--- src/logic/axi_rd_settings.svh ---
//--------------------------------------------------------------------
// Width, depth and fetch delay settings of the AXI read slave
//--------------------------------------------------------------------
`ifndef AXI_RD_SETTINGS_SVH
`define AXI_RD_SETTINGS_SVH

// AXI field widths
`define AXI_RD_ID_W       4
`define AXI_RD_ADDR_W     16
`define AXI_RD_DATA_W     32
`define AXI_RD_LEN_W      8
`define AXI_RD_SIZE_W     3

// Outstanding requests held in the AR queue, power of two
`define AXI_RD_OST_DEPTH  4

// Modelled memory latency per beat, in cycles
`define AXI_RD_FETCH_DLY  18

`endif

--- src/logic/axi_rd_pkg.sv ---
//--------------------------------------------------------------------
// Shared types and codes of the AXI read slave
//--------------------------------------------------------------------
`default_nettype none

`include "axi_rd_settings.svh"

package axi_rd_pkg;

    // Field vectors
    typedef logic [`AXI_RD_ID_W-1:0]   axi_id_t;
    typedef logic [`AXI_RD_ADDR_W-1:0] axi_addr_t;
    typedef logic [`AXI_RD_DATA_W-1:0] axi_data_t;
    typedef logic [`AXI_RD_LEN_W-1:0]  axi_len_t;
    typedef logic [`AXI_RD_SIZE_W-1:0] axi_size_t;

    // Burst type encoding
    typedef logic [1:0] axi_burst_t;
    localparam axi_burst_t BURST_FIXED = 2'b00;
    localparam axi_burst_t BURST_INCR  = 2'b01;
    localparam axi_burst_t BURST_WRAP  = 2'b10;

    // Read response encoding
    typedef logic [1:0] axi_resp_t;
    localparam axi_resp_t RESP_OKAY   = 2'b00;
    localparam axi_resp_t RESP_SLVERR = 2'b10;

    // Request queue pointer
    typedef logic [$clog2(`AXI_RD_OST_DEPTH)-1:0] ost_ptr_t;

    // Per-beat memory fetch FSM
    typedef enum logic [1:0] {
        FETCH_IDLE,
        FETCH_WAIT,
        FETCH_READY
    } fetch_state_t;

endpackage

`default_nettype wire

--- src/logic/rd_req_queue.sv ---
//--------------------------------------------------------------------
// Circular queue of outstanding AR requests with head entry output
//--------------------------------------------------------------------
`timescale 1ns/10ps
`default_nettype none

`include "axi_rd_settings.svh"

module rd_req_queue (
    input  logic                   clk,
    input  logic                   rst_n,
    // AR channel
    input  logic                   arvalid,
    output logic                   arready,
    input  axi_rd_pkg::axi_id_t    arid,
    input  axi_rd_pkg::axi_addr_t  araddr,
    input  axi_rd_pkg::axi_len_t   arlen,
    input  axi_rd_pkg::axi_size_t  arsize,
    input  axi_rd_pkg::axi_burst_t arburst,
    // Completion of the head request
    input  logic                   burst_done,
    // Head entry
    output logic                   head_valid,
    output axi_rd_pkg::axi_id_t    head_id,
    output axi_rd_pkg::axi_addr_t  head_addr,
    output axi_rd_pkg::axi_len_t   head_len,
    output axi_rd_pkg::axi_size_t  head_size,
    output axi_rd_pkg::axi_burst_t head_burst
);
    import axi_rd_pkg::*;

    localparam int DEPTH = `AXI_RD_OST_DEPTH;

    logic [DEPTH-1:0] entry_valid;
    ost_ptr_t         wr_ptr;
    ost_ptr_t         rd_ptr;
    logic             push;
    logic             pop;

    // Request payload storage
    axi_id_t          id_mem    [DEPTH];
    axi_addr_t        addr_mem  [DEPTH];
    axi_len_t         len_mem   [DEPTH];
    axi_size_t        size_mem  [DEPTH];
    axi_burst_t       burst_mem [DEPTH];

    assign arready = ~&entry_valid;
    assign push    = arvalid & arready;
    assign pop     = burst_done & head_valid;

    always_ff @(posedge clk or negedge rst_n) begin
        if (!rst_n) begin
            entry_valid <= '0;
            wr_ptr      <= '0;
            rd_ptr      <= '0;
        end else begin
            if (push) begin
                entry_valid[wr_ptr] <= 1'b1;
                wr_ptr              <= wr_ptr + ost_ptr_t'(1);
            end
            // Never the same slot as a push, the queue is not empty here
            if (pop) begin
                entry_valid[rd_ptr] <= 1'b0;
                rd_ptr              <= rd_ptr + ost_ptr_t'(1);
            end
        end
    end

    always_ff @(posedge clk) begin
        if (push) begin
            id_mem[wr_ptr]    <= arid;
            addr_mem[wr_ptr]  <= araddr;
            len_mem[wr_ptr]   <= arlen;
            size_mem[wr_ptr]  <= arsize;
            burst_mem[wr_ptr] <= arburst;
        end
    end

    // Oldest request is served first
    assign head_valid = entry_valid[rd_ptr];
    assign head_id    = id_mem[rd_ptr];
    assign head_addr  = addr_mem[rd_ptr];
    assign head_len   = len_mem[rd_ptr];
    assign head_size  = size_mem[rd_ptr];
    assign head_burst = burst_mem[rd_ptr];

endmodule

`default_nettype wire

--- src/logic/beat_addr_gen.sv ---
//--------------------------------------------------------------------
// Beat address, beat index and last flag of the head request
//--------------------------------------------------------------------
`timescale 1ns/10ps
`default_nettype none

module beat_addr_gen (
    input  logic                   clk,
    input  logic                   rst_n,
    // Head request
    input  logic                   head_valid,
    input  axi_rd_pkg::axi_addr_t  head_addr,
    input  axi_rd_pkg::axi_len_t   head_len,
    input  axi_rd_pkg::axi_size_t  head_size,
    input  axi_rd_pkg::axi_burst_t head_burst,
    // R channel progress
    input  logic                   beat_done,
    input  logic                   burst_done,
    // Current beat
    output axi_rd_pkg::axi_addr_t  beat_addr,
    output logic                   beat_last
);
    import axi_rd_pkg::*;

    axi_len_t  beat_idx;
    logic      wrapped;
    axi_addr_t cur_addr;

    axi_addr_t bytes;
    axi_addr_t aligned_start;
    axi_addr_t container;
    axi_addr_t wrap_low;
    axi_addr_t wrap_high;
    axi_addr_t next_lin;
    axi_addr_t next_addr;
    logic      is_wrap;
    logic      wrap_hit;

    //----------------------------------------------------------------
    // Burst geometry
    //----------------------------------------------------------------
    assign bytes         = axi_addr_t'(1) << head_size;
    assign aligned_start = head_addr & ~(bytes - axi_addr_t'(1));
    // WRAP lengths are powers of two, so the container is one too
    assign container     = (axi_addr_t'(head_len) + axi_addr_t'(1)) << head_size;
    assign wrap_low      = head_addr & ~(container - axi_addr_t'(1));
    assign wrap_high     = wrap_low + container;

    // Address of the following beat as if the burst never wrapped
    assign next_lin = aligned_start + ((axi_addr_t'(beat_idx) + axi_addr_t'(1)) << head_size);
    assign is_wrap  = (head_burst == BURST_WRAP);
    assign wrap_hit = ~wrapped & (next_lin == wrap_high);

    always_comb begin
        case (head_burst)
            BURST_FIXED: next_addr = head_addr;
            BURST_INCR:  next_addr = next_lin;
            // Once past the upper end, fold back by one container
            BURST_WRAP:  next_addr = (wrapped | wrap_hit) ? next_lin - container : next_lin;
            default:     next_addr = next_lin;
        endcase
    end

    //----------------------------------------------------------------
    // Beat state
    //----------------------------------------------------------------
    always_ff @(posedge clk or negedge rst_n) begin
        if (!rst_n) begin
            beat_idx <= '0;
            wrapped  <= 1'b0;
        end else if (burst_done) begin
            beat_idx <= '0;
            wrapped  <= 1'b0;
        end else if (beat_done && head_valid) begin
            beat_idx <= beat_idx + axi_len_t'(1);
            wrapped  <= wrapped | (is_wrap & wrap_hit);
        end
    end

    always_ff @(posedge clk) begin
        if (beat_done && !beat_last) begin
            cur_addr <= next_addr;
        end
    end

    // Beat 0 takes the start address straight from the head entry
    assign beat_addr = (beat_idx == '0) ? head_addr : cur_addr;
    assign beat_last = head_valid & (beat_idx == head_len);

endmodule

`default_nettype wire

--- src/logic/fetch_timer.sv ---
//--------------------------------------------------------------------
// FSM modelling the memory fetch delay of each beat
//--------------------------------------------------------------------
`timescale 1ns/10ps
`default_nettype none

`include "axi_rd_settings.svh"

module fetch_timer (
    input  logic clk,
    input  logic rst_n,
    input  logic head_valid,
    input  logic beat_done,
    input  logic burst_done,
    output logic beat_ready
);
    import axi_rd_pkg::*;

    localparam int DLY   = `AXI_RD_FETCH_DLY;
    localparam int CNT_W = $clog2(DLY);

    fetch_state_t     state;
    logic [CNT_W-1:0] dly_cnt;
    logic             head_chk;

    always_ff @(posedge clk or negedge rst_n) begin
        if (!rst_n) begin
            state    <= FETCH_IDLE;
            dly_cnt  <= '0;
            head_chk <= 1'b0;
        end else begin
            // Queue head advances the cycle after a burst ends
            head_chk <= burst_done;
            case (state)
                FETCH_IDLE: begin
                    // The idle cycle that sees the head already counts
                    if (head_valid) begin
                        state   <= FETCH_WAIT;
                        dly_cnt <= CNT_W'(1);
                    end
                end
                FETCH_WAIT: begin
                    if (head_chk && !head_valid) begin
                        state <= FETCH_IDLE;
                    end else if (dly_cnt == CNT_W'(DLY - 1)) begin
                        state <= FETCH_READY;
                    end else begin
                        dly_cnt <= dly_cnt + CNT_W'(1);
                    end
                end
                FETCH_READY: begin
                    // Next fetch starts on the handshake edge itself
                    if (beat_done) begin
                        state   <= FETCH_WAIT;
                        dly_cnt <= '0;
                    end
                end
                default: state <= FETCH_IDLE;
            endcase
        end
    end

    assign beat_ready = (state == FETCH_READY);

endmodule

`default_nettype wire

--- src/logic/r_channel_out.sv ---
//--------------------------------------------------------------------
// R channel beat assembly and completion pulses
//--------------------------------------------------------------------
`timescale 1ns/10ps
`default_nettype none

module r_channel_out (
    // Beat sources
    input  logic                  beat_ready,
    input  axi_rd_pkg::axi_addr_t beat_addr,
    input  logic                  beat_last,
    input  axi_rd_pkg::axi_id_t   head_id,
    // R channel
    input  logic                  rready,
    output logic                  rvalid,
    output axi_rd_pkg::axi_id_t   rid,
    output axi_rd_pkg::axi_data_t rdata,
    output axi_rd_pkg::axi_resp_t rresp,
    output logic                  rlast,
    // Progress back to the address and fetch logic
    output logic                  beat_done,
    output logic                  burst_done
);
    import axi_rd_pkg::*;

    logic err_id;

    // All-ones ID marks a failing transaction
    assign err_id = &head_id;

    assign rvalid = beat_ready;
    assign rid    = head_id;
    assign rdata  = axi_data_t'({head_id, beat_addr});
    assign rresp  = (err_id && beat_last) ? RESP_SLVERR : RESP_OKAY;
    assign rlast  = beat_ready & beat_last;

    // Handshake pulses
    assign beat_done  = rvalid & rready;
    assign burst_done = beat_done & beat_last;

endmodule

`default_nettype wire

--- src/logic/axi_rd_slave.sv ---
//--------------------------------------------------------------------
// AXI read-only slave top level with outstanding request queue
//--------------------------------------------------------------------
`timescale 1ns/10ps
`default_nettype none

module axi_rd_slave (
    input  logic                   clk,
    input  logic                   rst_n,
    // AR channel
    input  logic                   arvalid,
    output logic                   arready,
    input  axi_rd_pkg::axi_id_t    arid,
    input  axi_rd_pkg::axi_addr_t  araddr,
    input  axi_rd_pkg::axi_len_t   arlen,
    input  axi_rd_pkg::axi_size_t  arsize,
    input  axi_rd_pkg::axi_burst_t arburst,
    // R channel
    output logic                   rvalid,
    input  logic                   rready,
    output axi_rd_pkg::axi_id_t    rid,
    output axi_rd_pkg::axi_data_t  rdata,
    output axi_rd_pkg::axi_resp_t  rresp,
    output logic                   rlast
);
    import axi_rd_pkg::*;

    logic       head_valid;
    axi_id_t    head_id;
    axi_addr_t  head_addr;
    axi_len_t   head_len;
    axi_size_t  head_size;
    axi_burst_t head_burst;
    axi_addr_t  beat_addr;
    logic       beat_last;
    logic       beat_ready;
    logic       beat_done;
    logic       burst_done;

    rd_req_queue u_req_queue (
        .clk        (clk),
        .rst_n      (rst_n),
        .arvalid    (arvalid),
        .arready    (arready),
        .arid       (arid),
        .araddr     (araddr),
        .arlen      (arlen),
        .arsize     (arsize),
        .arburst    (arburst),
        .burst_done (burst_done),
        .head_valid (head_valid),
        .head_id    (head_id),
        .head_addr  (head_addr),
        .head_len   (head_len),
        .head_size  (head_size),
        .head_burst (head_burst)
    );

    // Address and fetch timing run side by side on the head request
    beat_addr_gen u_beat_addr (
        .clk        (clk),
        .rst_n      (rst_n),
        .head_valid (head_valid),
        .head_addr  (head_addr),
        .head_len   (head_len),
        .head_size  (head_size),
        .head_burst (head_burst),
        .beat_done  (beat_done),
        .burst_done (burst_done),
        .beat_addr  (beat_addr),
        .beat_last  (beat_last)
    );

    fetch_timer u_fetch_timer (
        .clk        (clk),
        .rst_n      (rst_n),
        .head_valid (head_valid),
        .beat_done  (beat_done),
        .burst_done (burst_done),
        .beat_ready (beat_ready)
    );

    r_channel_out u_r_out (
        .beat_ready (beat_ready),
        .beat_addr  (beat_addr),
        .beat_last  (beat_last),
        .head_id    (head_id),
        .rready     (rready),
        .rvalid     (rvalid),
        .rid        (rid),
        .rdata      (rdata),
        .rresp      (rresp),
        .rlast      (rlast),
        .beat_done  (beat_done),
        .burst_done (burst_done)
    );

endmodule

`default_nettype wire

--- config.mk ---
export PLATFORM = sky130hd
export DESIGN_NAME = axi_rd_slave
export DESIGN_NICKNAME = d
export VERILOG_FILES = /design/src/logic/axi_rd_pkg.sv /design/src/logic/rd_req_queue.sv /design/src/logic/beat_addr_gen.sv /design/src/logic/fetch_timer.sv /design/src/logic/r_channel_out.sv /design/src/logic/axi_rd_slave.sv
export VERILOG_INCLUDE_DIRS = /design/src /design/src/logic
export SDC_FILE = /design/constraint.sdc
export NUM_CORES = 1
export LEC_CHECK = 0
export ABC_AREA = 0
export BUFFER_PORTS_ARGS = -buffer_cell sky130_fd_sc_hd__buf_4
export CORE_MARGIN = 2
export CORE_UTILIZATION = 56
export DETAILED_ROUTE_END_ITERATION = 16
export PLACE_DENSITY = 0.82
export SLEW_MARGIN = 10
export SYNTH_ARGS = -nofsm -noshare
export SYNTH_HDL_FRONTEND = slang
export SYNTH_SLANG_ARGS = --single-unit
--- constraint.sdc ---
create_clock -name clk -period 6.75 [get_ports clk]
set_clock_uncertainty 0.15 [all_clocks]
set_input_delay 0.3375 -clock clk [delete_from_list [all_inputs] [get_ports clk]]
set_output_delay 0.3375 -clock clk [all_outputs]
set_load 0.005 [all_outputs]
Yosys cells after proc, flatten, opt, wreduce, memory -nomap -nowiden
Memories as Yosys holds them, arrays and structs flattened.
Index checks and enable logic that the tools add are counted.
{ "totals": {"ff_bits": 41, "ramBits": 132, "inputBits": 37, "wordCells": 107, "mem_count": 5} }
{ "classes": {"n_addsub": 11, "magnitude_cmp": 4, "n_eq_ne": 11, "shifts": 3, "muxes": 28, "bitwise_logic": 18, "n_reduce_logical": 18} }
{ "memory_table": {"columns": ["memory", "depth", "word_bits", "rd", "rd_ports_with_merged_regs", "wr", "line", "rtl"], "rows": [
  ["u_req_queue.addr_mem", 4, 16, 1, 0, 1, "rd_req_queue.sv:42", "axi_addr_t addr_mem [DEPTH];"],
  ["u_req_queue.len_mem", 4, 8, 1, 0, 1, "rd_req_queue.sv:43", "axi_len_t len_mem [DEPTH];"],
  ["u_req_queue.id_mem", 4, 4, 1, 0, 1, "rd_req_queue.sv:41", "axi_id_t id_mem [DEPTH];"],
  ["u_req_queue.size_mem", 4, 3, 1, 0, 1, "rd_req_queue.sv:44", "axi_size_t size_mem [DEPTH];"],
  ["u_req_queue.burst_mem", 4, 2, 1, 0, 1, "rd_req_queue.sv:45", "axi_burst_t burst_mem [DEPTH];"]
]} }
{ "ops": {"columns": ["cell", "count"], "rows": [
  ["adder 16 bit", 2],
  ["AND 16 bit", 2],
  ["two-way mux 16 bit", 2],
  ["NOT 16 bit", 2],
  ["case mux 16 bit (2 select lines)", 1],
  ["<< shifter 16 x 3 -> 16 bit", 2],
  ["subtractor 16 x 1 -> 16 bit (second input constant)", 2],
  ["two-way mux 5 bit", 4],
  ["adder 8 x 1 -> 9 bit (second input constant)", 2],
  ["equality test 16 bit", 1],
  ["two-way mux 8 bit", 2],
  ["<< shifter 1 x 3 -> 16 bit (first input constant)", 1],
  ["subtractor 16 bit", 1],
  ["case mux 5 bit (3 select lines)", 1],
  ["two-way mux 2 bit", 5],
  ["adder 8 x 1 -> 8 bit (second input constant)", 1],
  ["AND 1 bit", 8],
  ["equality test 8 bit", 1],
  ["zero test 8 bit", 1],
  ["two-way mux 4 bit", 2],
  ["inequality test 2 bit (second input constant)", 4],
  ["AND reduction 4 bit", 2],
  ["two-way mux 1 bit", 7],
  ["logical AND 1 bit", 6],
  ["other kinds (22)", 31]
]} }

Longest topological paths before layout
An unclocked memory read counts as a cell.
{ "logic_depth": {"word_depth": 13, "depth_mapped": 30, "mapped_depth_nobuf": 26} }

Cells and area by module
From an unflattened synthesis, not the netlist that was laid out.
{ "unflattened": {"hier_cells": 1132, "area_unflattened_um2": 12000.3} }
{ "by_module_without_submodules": {"columns": ["module", "instances", "cells_each", "area_per_inst_um2"], "rows": [
  ["beat_addr_gen", 1, 803, 5806.8],
  ["rd_req_queue", 1, 222, 5285.1],
  ["fetch_timer", 1, 62, 585.6],
  ["r_channel_out", 1, 45, 322.8]
]} }

Least setup slack after synthesis
OpenSTA, ideal clock, no wires.
{ "synth_path": {"path_type": "register to register", "start": "register u_req_queue.rd_ptr[0]", "end": "register u_beat_addr.cur_addr[11] (data pin)", "t_arrival_ps": 6089, "setup_slack_ps": 250, "stages_incl_launch_ff": 26, "path_buffers": 5, "period_less_slack_ps": 6500, "cell_sequence": "dfrtp_1 buf_6 buf_6 mux4_2 buf_2 ha_1 buf_1 xor2_2 o211ai_1 and3_1 o221ai_2 nor4_2 nand4_1 or3_1 and3_1 ha_1 xnor2_1 xnor2_1 mux2i_1 nand3_1 nor4b_1 nand4b_1 o311ai_4 nand2b_2 buf_6 a221o_1"} }
{ "synth_via": {"elab_chain_len": 12, "elab_cells_between_ends": 24, "cone_classes": "add/sub (6); eq/ne (2); shift (3); mux (2); bitwise (6); reduce/logical (1); memory (4)"} }
{ "synth_lines": {"columns": ["element", "line", "rtl"], "rows": [
  ["start: declaration", "rd_req_queue.sv:36", "ost_ptr_t rd_ptr;"],
  ["start signal: assignment", "rd_req_queue.sv:64", "rd_ptr <= rd_ptr + ost_ptr_t'(1);"],
  ["memory (4 x 8 bit)", null, null],
  ["adder 8 x 1 -> 9 bit", "beat_addr_gen.sv:45", "assign container = (axi_addr_t'(head_len) + axi_addr_t'(1)) << head_size;"],
  ["<< shifter 16 x 3 -> 16 bit", "beat_addr_gen.sv:45", null],
  ["subtractor 16 x 1 -> 16 bit", "beat_addr_gen.sv:46", "assign wrap_low = head_addr & ~(container - axi_addr_t'(1));"],
  ["NOT 16 bit", "beat_addr_gen.sv:46", null],
  ["AND 16 bit", "beat_addr_gen.sv:46", null],
  ["adder 16 bit", "beat_addr_gen.sv:47", "assign wrap_high = wrap_low + container;"],
  ["equality test 16 bit", "beat_addr_gen.sv:52", "assign wrap_hit = ~wrapped & (next_lin == wrap_high);"],
  ["AND 1 bit", "beat_addr_gen.sv:52", null],
  ["bitwise OR 1 bit", "beat_addr_gen.sv:59", "BURST_WRAP: next_addr = (wrapped | wrap_hit) ? next_lin - container : next_lin;"],
  ["two-way mux 16 bit", "beat_addr_gen.sv:59", null],
  ["case mux 16 bit (2 select lines) *", "beat_addr_gen.sv:55", "case (head_burst)"],
  ["via u_beat_addr.next_addr[11]", "beat_addr_gen.sv:35", "axi_addr_t next_addr;"],
  ["end signal: assignment", "beat_addr_gen.sv:82", "cur_addr <= next_addr;"],
  ["end: declaration", "beat_addr_gen.sv:27", "axi_addr_t cur_addr;"]
]} }
The timed path passes the listed nets; every way through them passes the cells marked *.
A chain may end at the register's enable or synchronous reset.

Worst setup path after layout
{ "layout_path": {"start": "register u_req_queue.rd_ptr[0]", "end": "register u_beat_addr.cur_addr[14] (data pin)"} }
The elaborated chain is that of the path after synthesis.

==> impl_metrics.ini <==
[floorplan]
die_y_um = 150
start_util_pct = 57.1
fp.dieArea_sq_mm = 0.0226
ioPinCount = 78
die_x_um = 150
placeableCoreArea_sq_mm = 0.0210
rows = 53

[yosys]
yosysWarningCount = 0
synth_cell_types = 99
synthCells = 1122
synth-edff-count = 148
yosysSeqAreaShare_pct = 42.3
ys_top_cells_by_area = edfxtp_1 (37%), ha_1 (5.6%), mux4_2 (5.4%)
synthTopCellsByCount = edfxtp_1 (148), nand2_1 (87), nor2_1 (83)
yosys.area.top_type_share_pct = 37.0
synth_area_sq_mm = 0.0120
synth_ff_type = edfxtp_1
avgSynthCellArea_sq_um = 10.7
synth_largest_area_cell = edfxtp_1
async_flop_share_pct = 14.5
yosysMostFrequentCell = edfxtp_1
ys_seq_elements = 173

[layout]
fin_nets = 1330
final_area_sq_mm = 0.0139
final_cells = 1525
antennaDiodeCount = 0
layout-drive-gt1-share_pct = 19.9
syn_to_final_growth_pct = 16.0

[drt]
wl_um = 31400
vias_per_cell = 6.38
ant_nets = 0
wl_per_cell_um = 20.6
firstDrtPassIters = 5
drc = 0
drt-initial-drc-count = 863
dr_total_vias = 9729

[setup_path]
ff2ff_setup_slack_ns = 0.32
r2r-end = u_beat_addr.cur_addr[14]
worst-path-max-fanout = 14
r2r_start = u_req_queue.rd_ptr[0]
critPathRequiredTime_ns = 6.79
cp_cell_sequence = buf_4, mux4_2, ha_1, inv_1, mux2i_4, nand2_1, ha_1, and2_1, a41oi_1, nor3_2, o21ai_0, or3_1, and3_1, ha_1, xnor2_2, xnor2_2, mux2i_1, nand3_1, nor4b_1, nand4b_1, o311ai_4, nand2b_4, a221o_1
cp-startpoint = u_req_queue.rd_ptr[0]
critical_path_class = register to register
cp_common_cell = ha_1
start_kind = register
cp_slowest_cell = mux4_2
slowest_delay_ns = 0.53
r2r_cells = 23
cp-end-kind = register
worstPathArrival_ns = 6.47

[worst_hold_path]
min_path_cells = 3
holdCritPathClass = primary input to register
worstHoldStart = arvalid
hold_path_end = u_req_queue.wr_ptr[0]

[place]
place_area_sq_mm = 0.0128
gp_congestion = 1.02
dpl.hpwl_um = 22800
numPortBuffers = 64
dp.cells = 1448

[global_route]
grt_pass1_wl_um = 49300
antenna_found_initial = 0
grt_pass1_vias = 9269
grt_overflow = 0
grt_start_max_net_pins = 35
grtUsageTotal_pct = 28.4

[power]
max-vdd-ir-drop_v = 0.000245
p_leak_nw = 5.47
p_per_area_mw_per_mm2 = 358

[sta]
fin_crit_sh_pct = 95.3
relSlewSlack_pct = 38.7
worst_slew_pin_slew_ns = 0.919
whs_ns = 0.148
fmax_mhz = 155
slew_viol_final = 0
hold_viol_final = 0
setup_violations = 0
min_period_ns = 6.43

[clock_network]
cts_tree = done
clk_pin_slew_ns = 0.07
cts_num_sinks = 173
clock_latency_ns = 0.44
numCtsBuffers = 17
cts_max_level = 4
clockRootBuffer = clkbuf_16
cts_buffer_depth = 2

[job]
cap_violations = 0

[outcome]
outcome = finished, final reports clean
## sequential cells by signal, summed over array words and instances, names as in the netlist
signal,count
u_req_queue.id_mem,16
u_req_queue.entry_valid,4
u_beat_addr.wrapped,1
u_req_queue.wr_ptr,2
u_fetch_timer.state,2
u_req_queue.len_mem,32
u_req_queue.burst_mem,8
u_req_queue.addr_mem,64
u_beat_addr.cur_addr,16
u_beat_addr.beat_idx,8
u_fetch_timer.dly_cnt,5
u_req_queue.rd_ptr,2
u_fetch_timer.head_chk,1
u_req_queue.size_mem,12
## critical path: cells and delay by family (launching register included)
| kind | cells | cell delay [ns] |
|---|---|---|
| mux | 3 | 0.83 |
| xor+xnor | 2 | 0.39 |
| flops | 1 | 0.47 |
| fa+ha+maj | 3 | 0.94 |
| simple gates | 9 | 2.02 |
| compound gates | 4 | 1.05 |
| buf+inv | 2 | 0.33 |
## cells in the final DEF, fill, tap and decap left out, types with 6 or more instances in the layout
| cell type | instances |
|---|---|
| nor2b_1 | 13 |
| and2_1 | 14 |
| nor4_1 | 6 |
| clkbuf_16 | 17 |
| o21a_1 | 11 |
| o21ai_0 | 68 |
| a21boi_0 | 11 |
| a21o_1 | 15 |
| or3_1 | 8 |
| edfxtp_1 | 148 |
| xor2_1 | 23 |
| xnor2_1 | 44 |
| mux4_2 | 29 |
| mux2i_1 | 27 |
| nand4_1 | 16 |
| dfrtp_1 | 23 |
| a31oi_1 | 9 |
| o21ai_1 | 7 |
| o21bai_1 | 6 |
| mux2_2 | 19 |
| ha_1 | 53 |
| and3_1 | 13 |
| a21oi_1 | 46 |
| nand3_1 | 23 |
| o31ai_1 | 12 |
| inv_1 | 44 |
| dlygate4sd3_1 | 34 |
| a211oi_1 | 7 |
| conb_1 | 13 |
| nor2_1 | 83 |
| nor3_1 | 17 |
| o211ai_1 | 9 |
| buf_4 | 119 |
| nand2b_1 | 12 |
| nand2_1 | 87 |
| a221o_1 | 15 |
## layer usage
metal | part of all wire [%] | vias to the layer above | GRT usage [%]
met2 | 46 | 528 | 44.9
met5 | 0 | - | 0
met3 | 9.0 | 80 | 5.00
met4 | 3.2 | 0 | 10.6
met1 | 42 | 4654 | 39.3
li1 | - | 4467 | -
## cell type report
type | count | area (sq um)
Clock buffer | 17 | 425
Clock inverter | 15 | 143
Fill cell | 1515 | 7100
Inverter | 45 | 169
Multi-Input combinational cell | 844 | 6480
Sequential cell | 173 | 5070
Tap cell | 275 | 344
Timing Repair Buffer | 156 | 1280
## through the flow
stage | power [mW] | setup WS, ns | utilization, % | TNS, ns
after floorplan | 3.24 | 0.250 | - | 0
after global placement | 3.85 | 0.282 | 61.1 | 0
after detailed placement | 3.92 | 0.0871 | 61.1 | 0
after CTS | 4.90 | 0.0695 | 65.4 | 0
after global routing | 5.29 | -0.0639 | 66.2 | -0.556
final | 4.99 | 0.316 | 66.2 | 0
## timing repair
item                       4_1_cts  5_1_grt
hold endpoints to repair       157        0
hold buffers                    34        0
gates resized for setup          0       14
setup endpoints to repair        0       16
buffers inserted                 0       11
## report_power, final
part | internal [mW] | total, mW | switching (mW)
registers | 1.39 | 1.47 | 0.0840
logic | 1.07 | 2.55 | 1.49
clock network | 0.491 | 0.966 | 0.476
total | 2.94 | 4.99 | 2.05
## worst max-delay path by stage
stage,to,cells past startpoint,slack [ns]
3_5_place_dp,u_beat_addr.cur_addr[14],22,0.09
4_1_cts,u_beat_addr.cur_addr[14],22,0.07
3_3_place_gp,u_beat_addr.cur_addr[14],25,0.28
5_1_grt,u_beat_addr.cur_addr[9],23,-0.06
6_report,u_beat_addr.cur_addr[14],23,0.32
2_1_floorplan,u_beat_addr.cur_addr[11],25,0.25
## kinds of logic after synthesis
family	Yosys count	share of synthesized area [%]
and+or+nand+nor	332	14.3
AOI/OAI and AO/OA	289	17.1
DFF	173	42.3
buffers and inverters	117	4.81
muxes	78	9.95
xor gates and xnor gates	76	5.61
adders and majority gates	56	5.96
other	1	0.0313
Note: power is estimated with default switching activity, not from simulation.
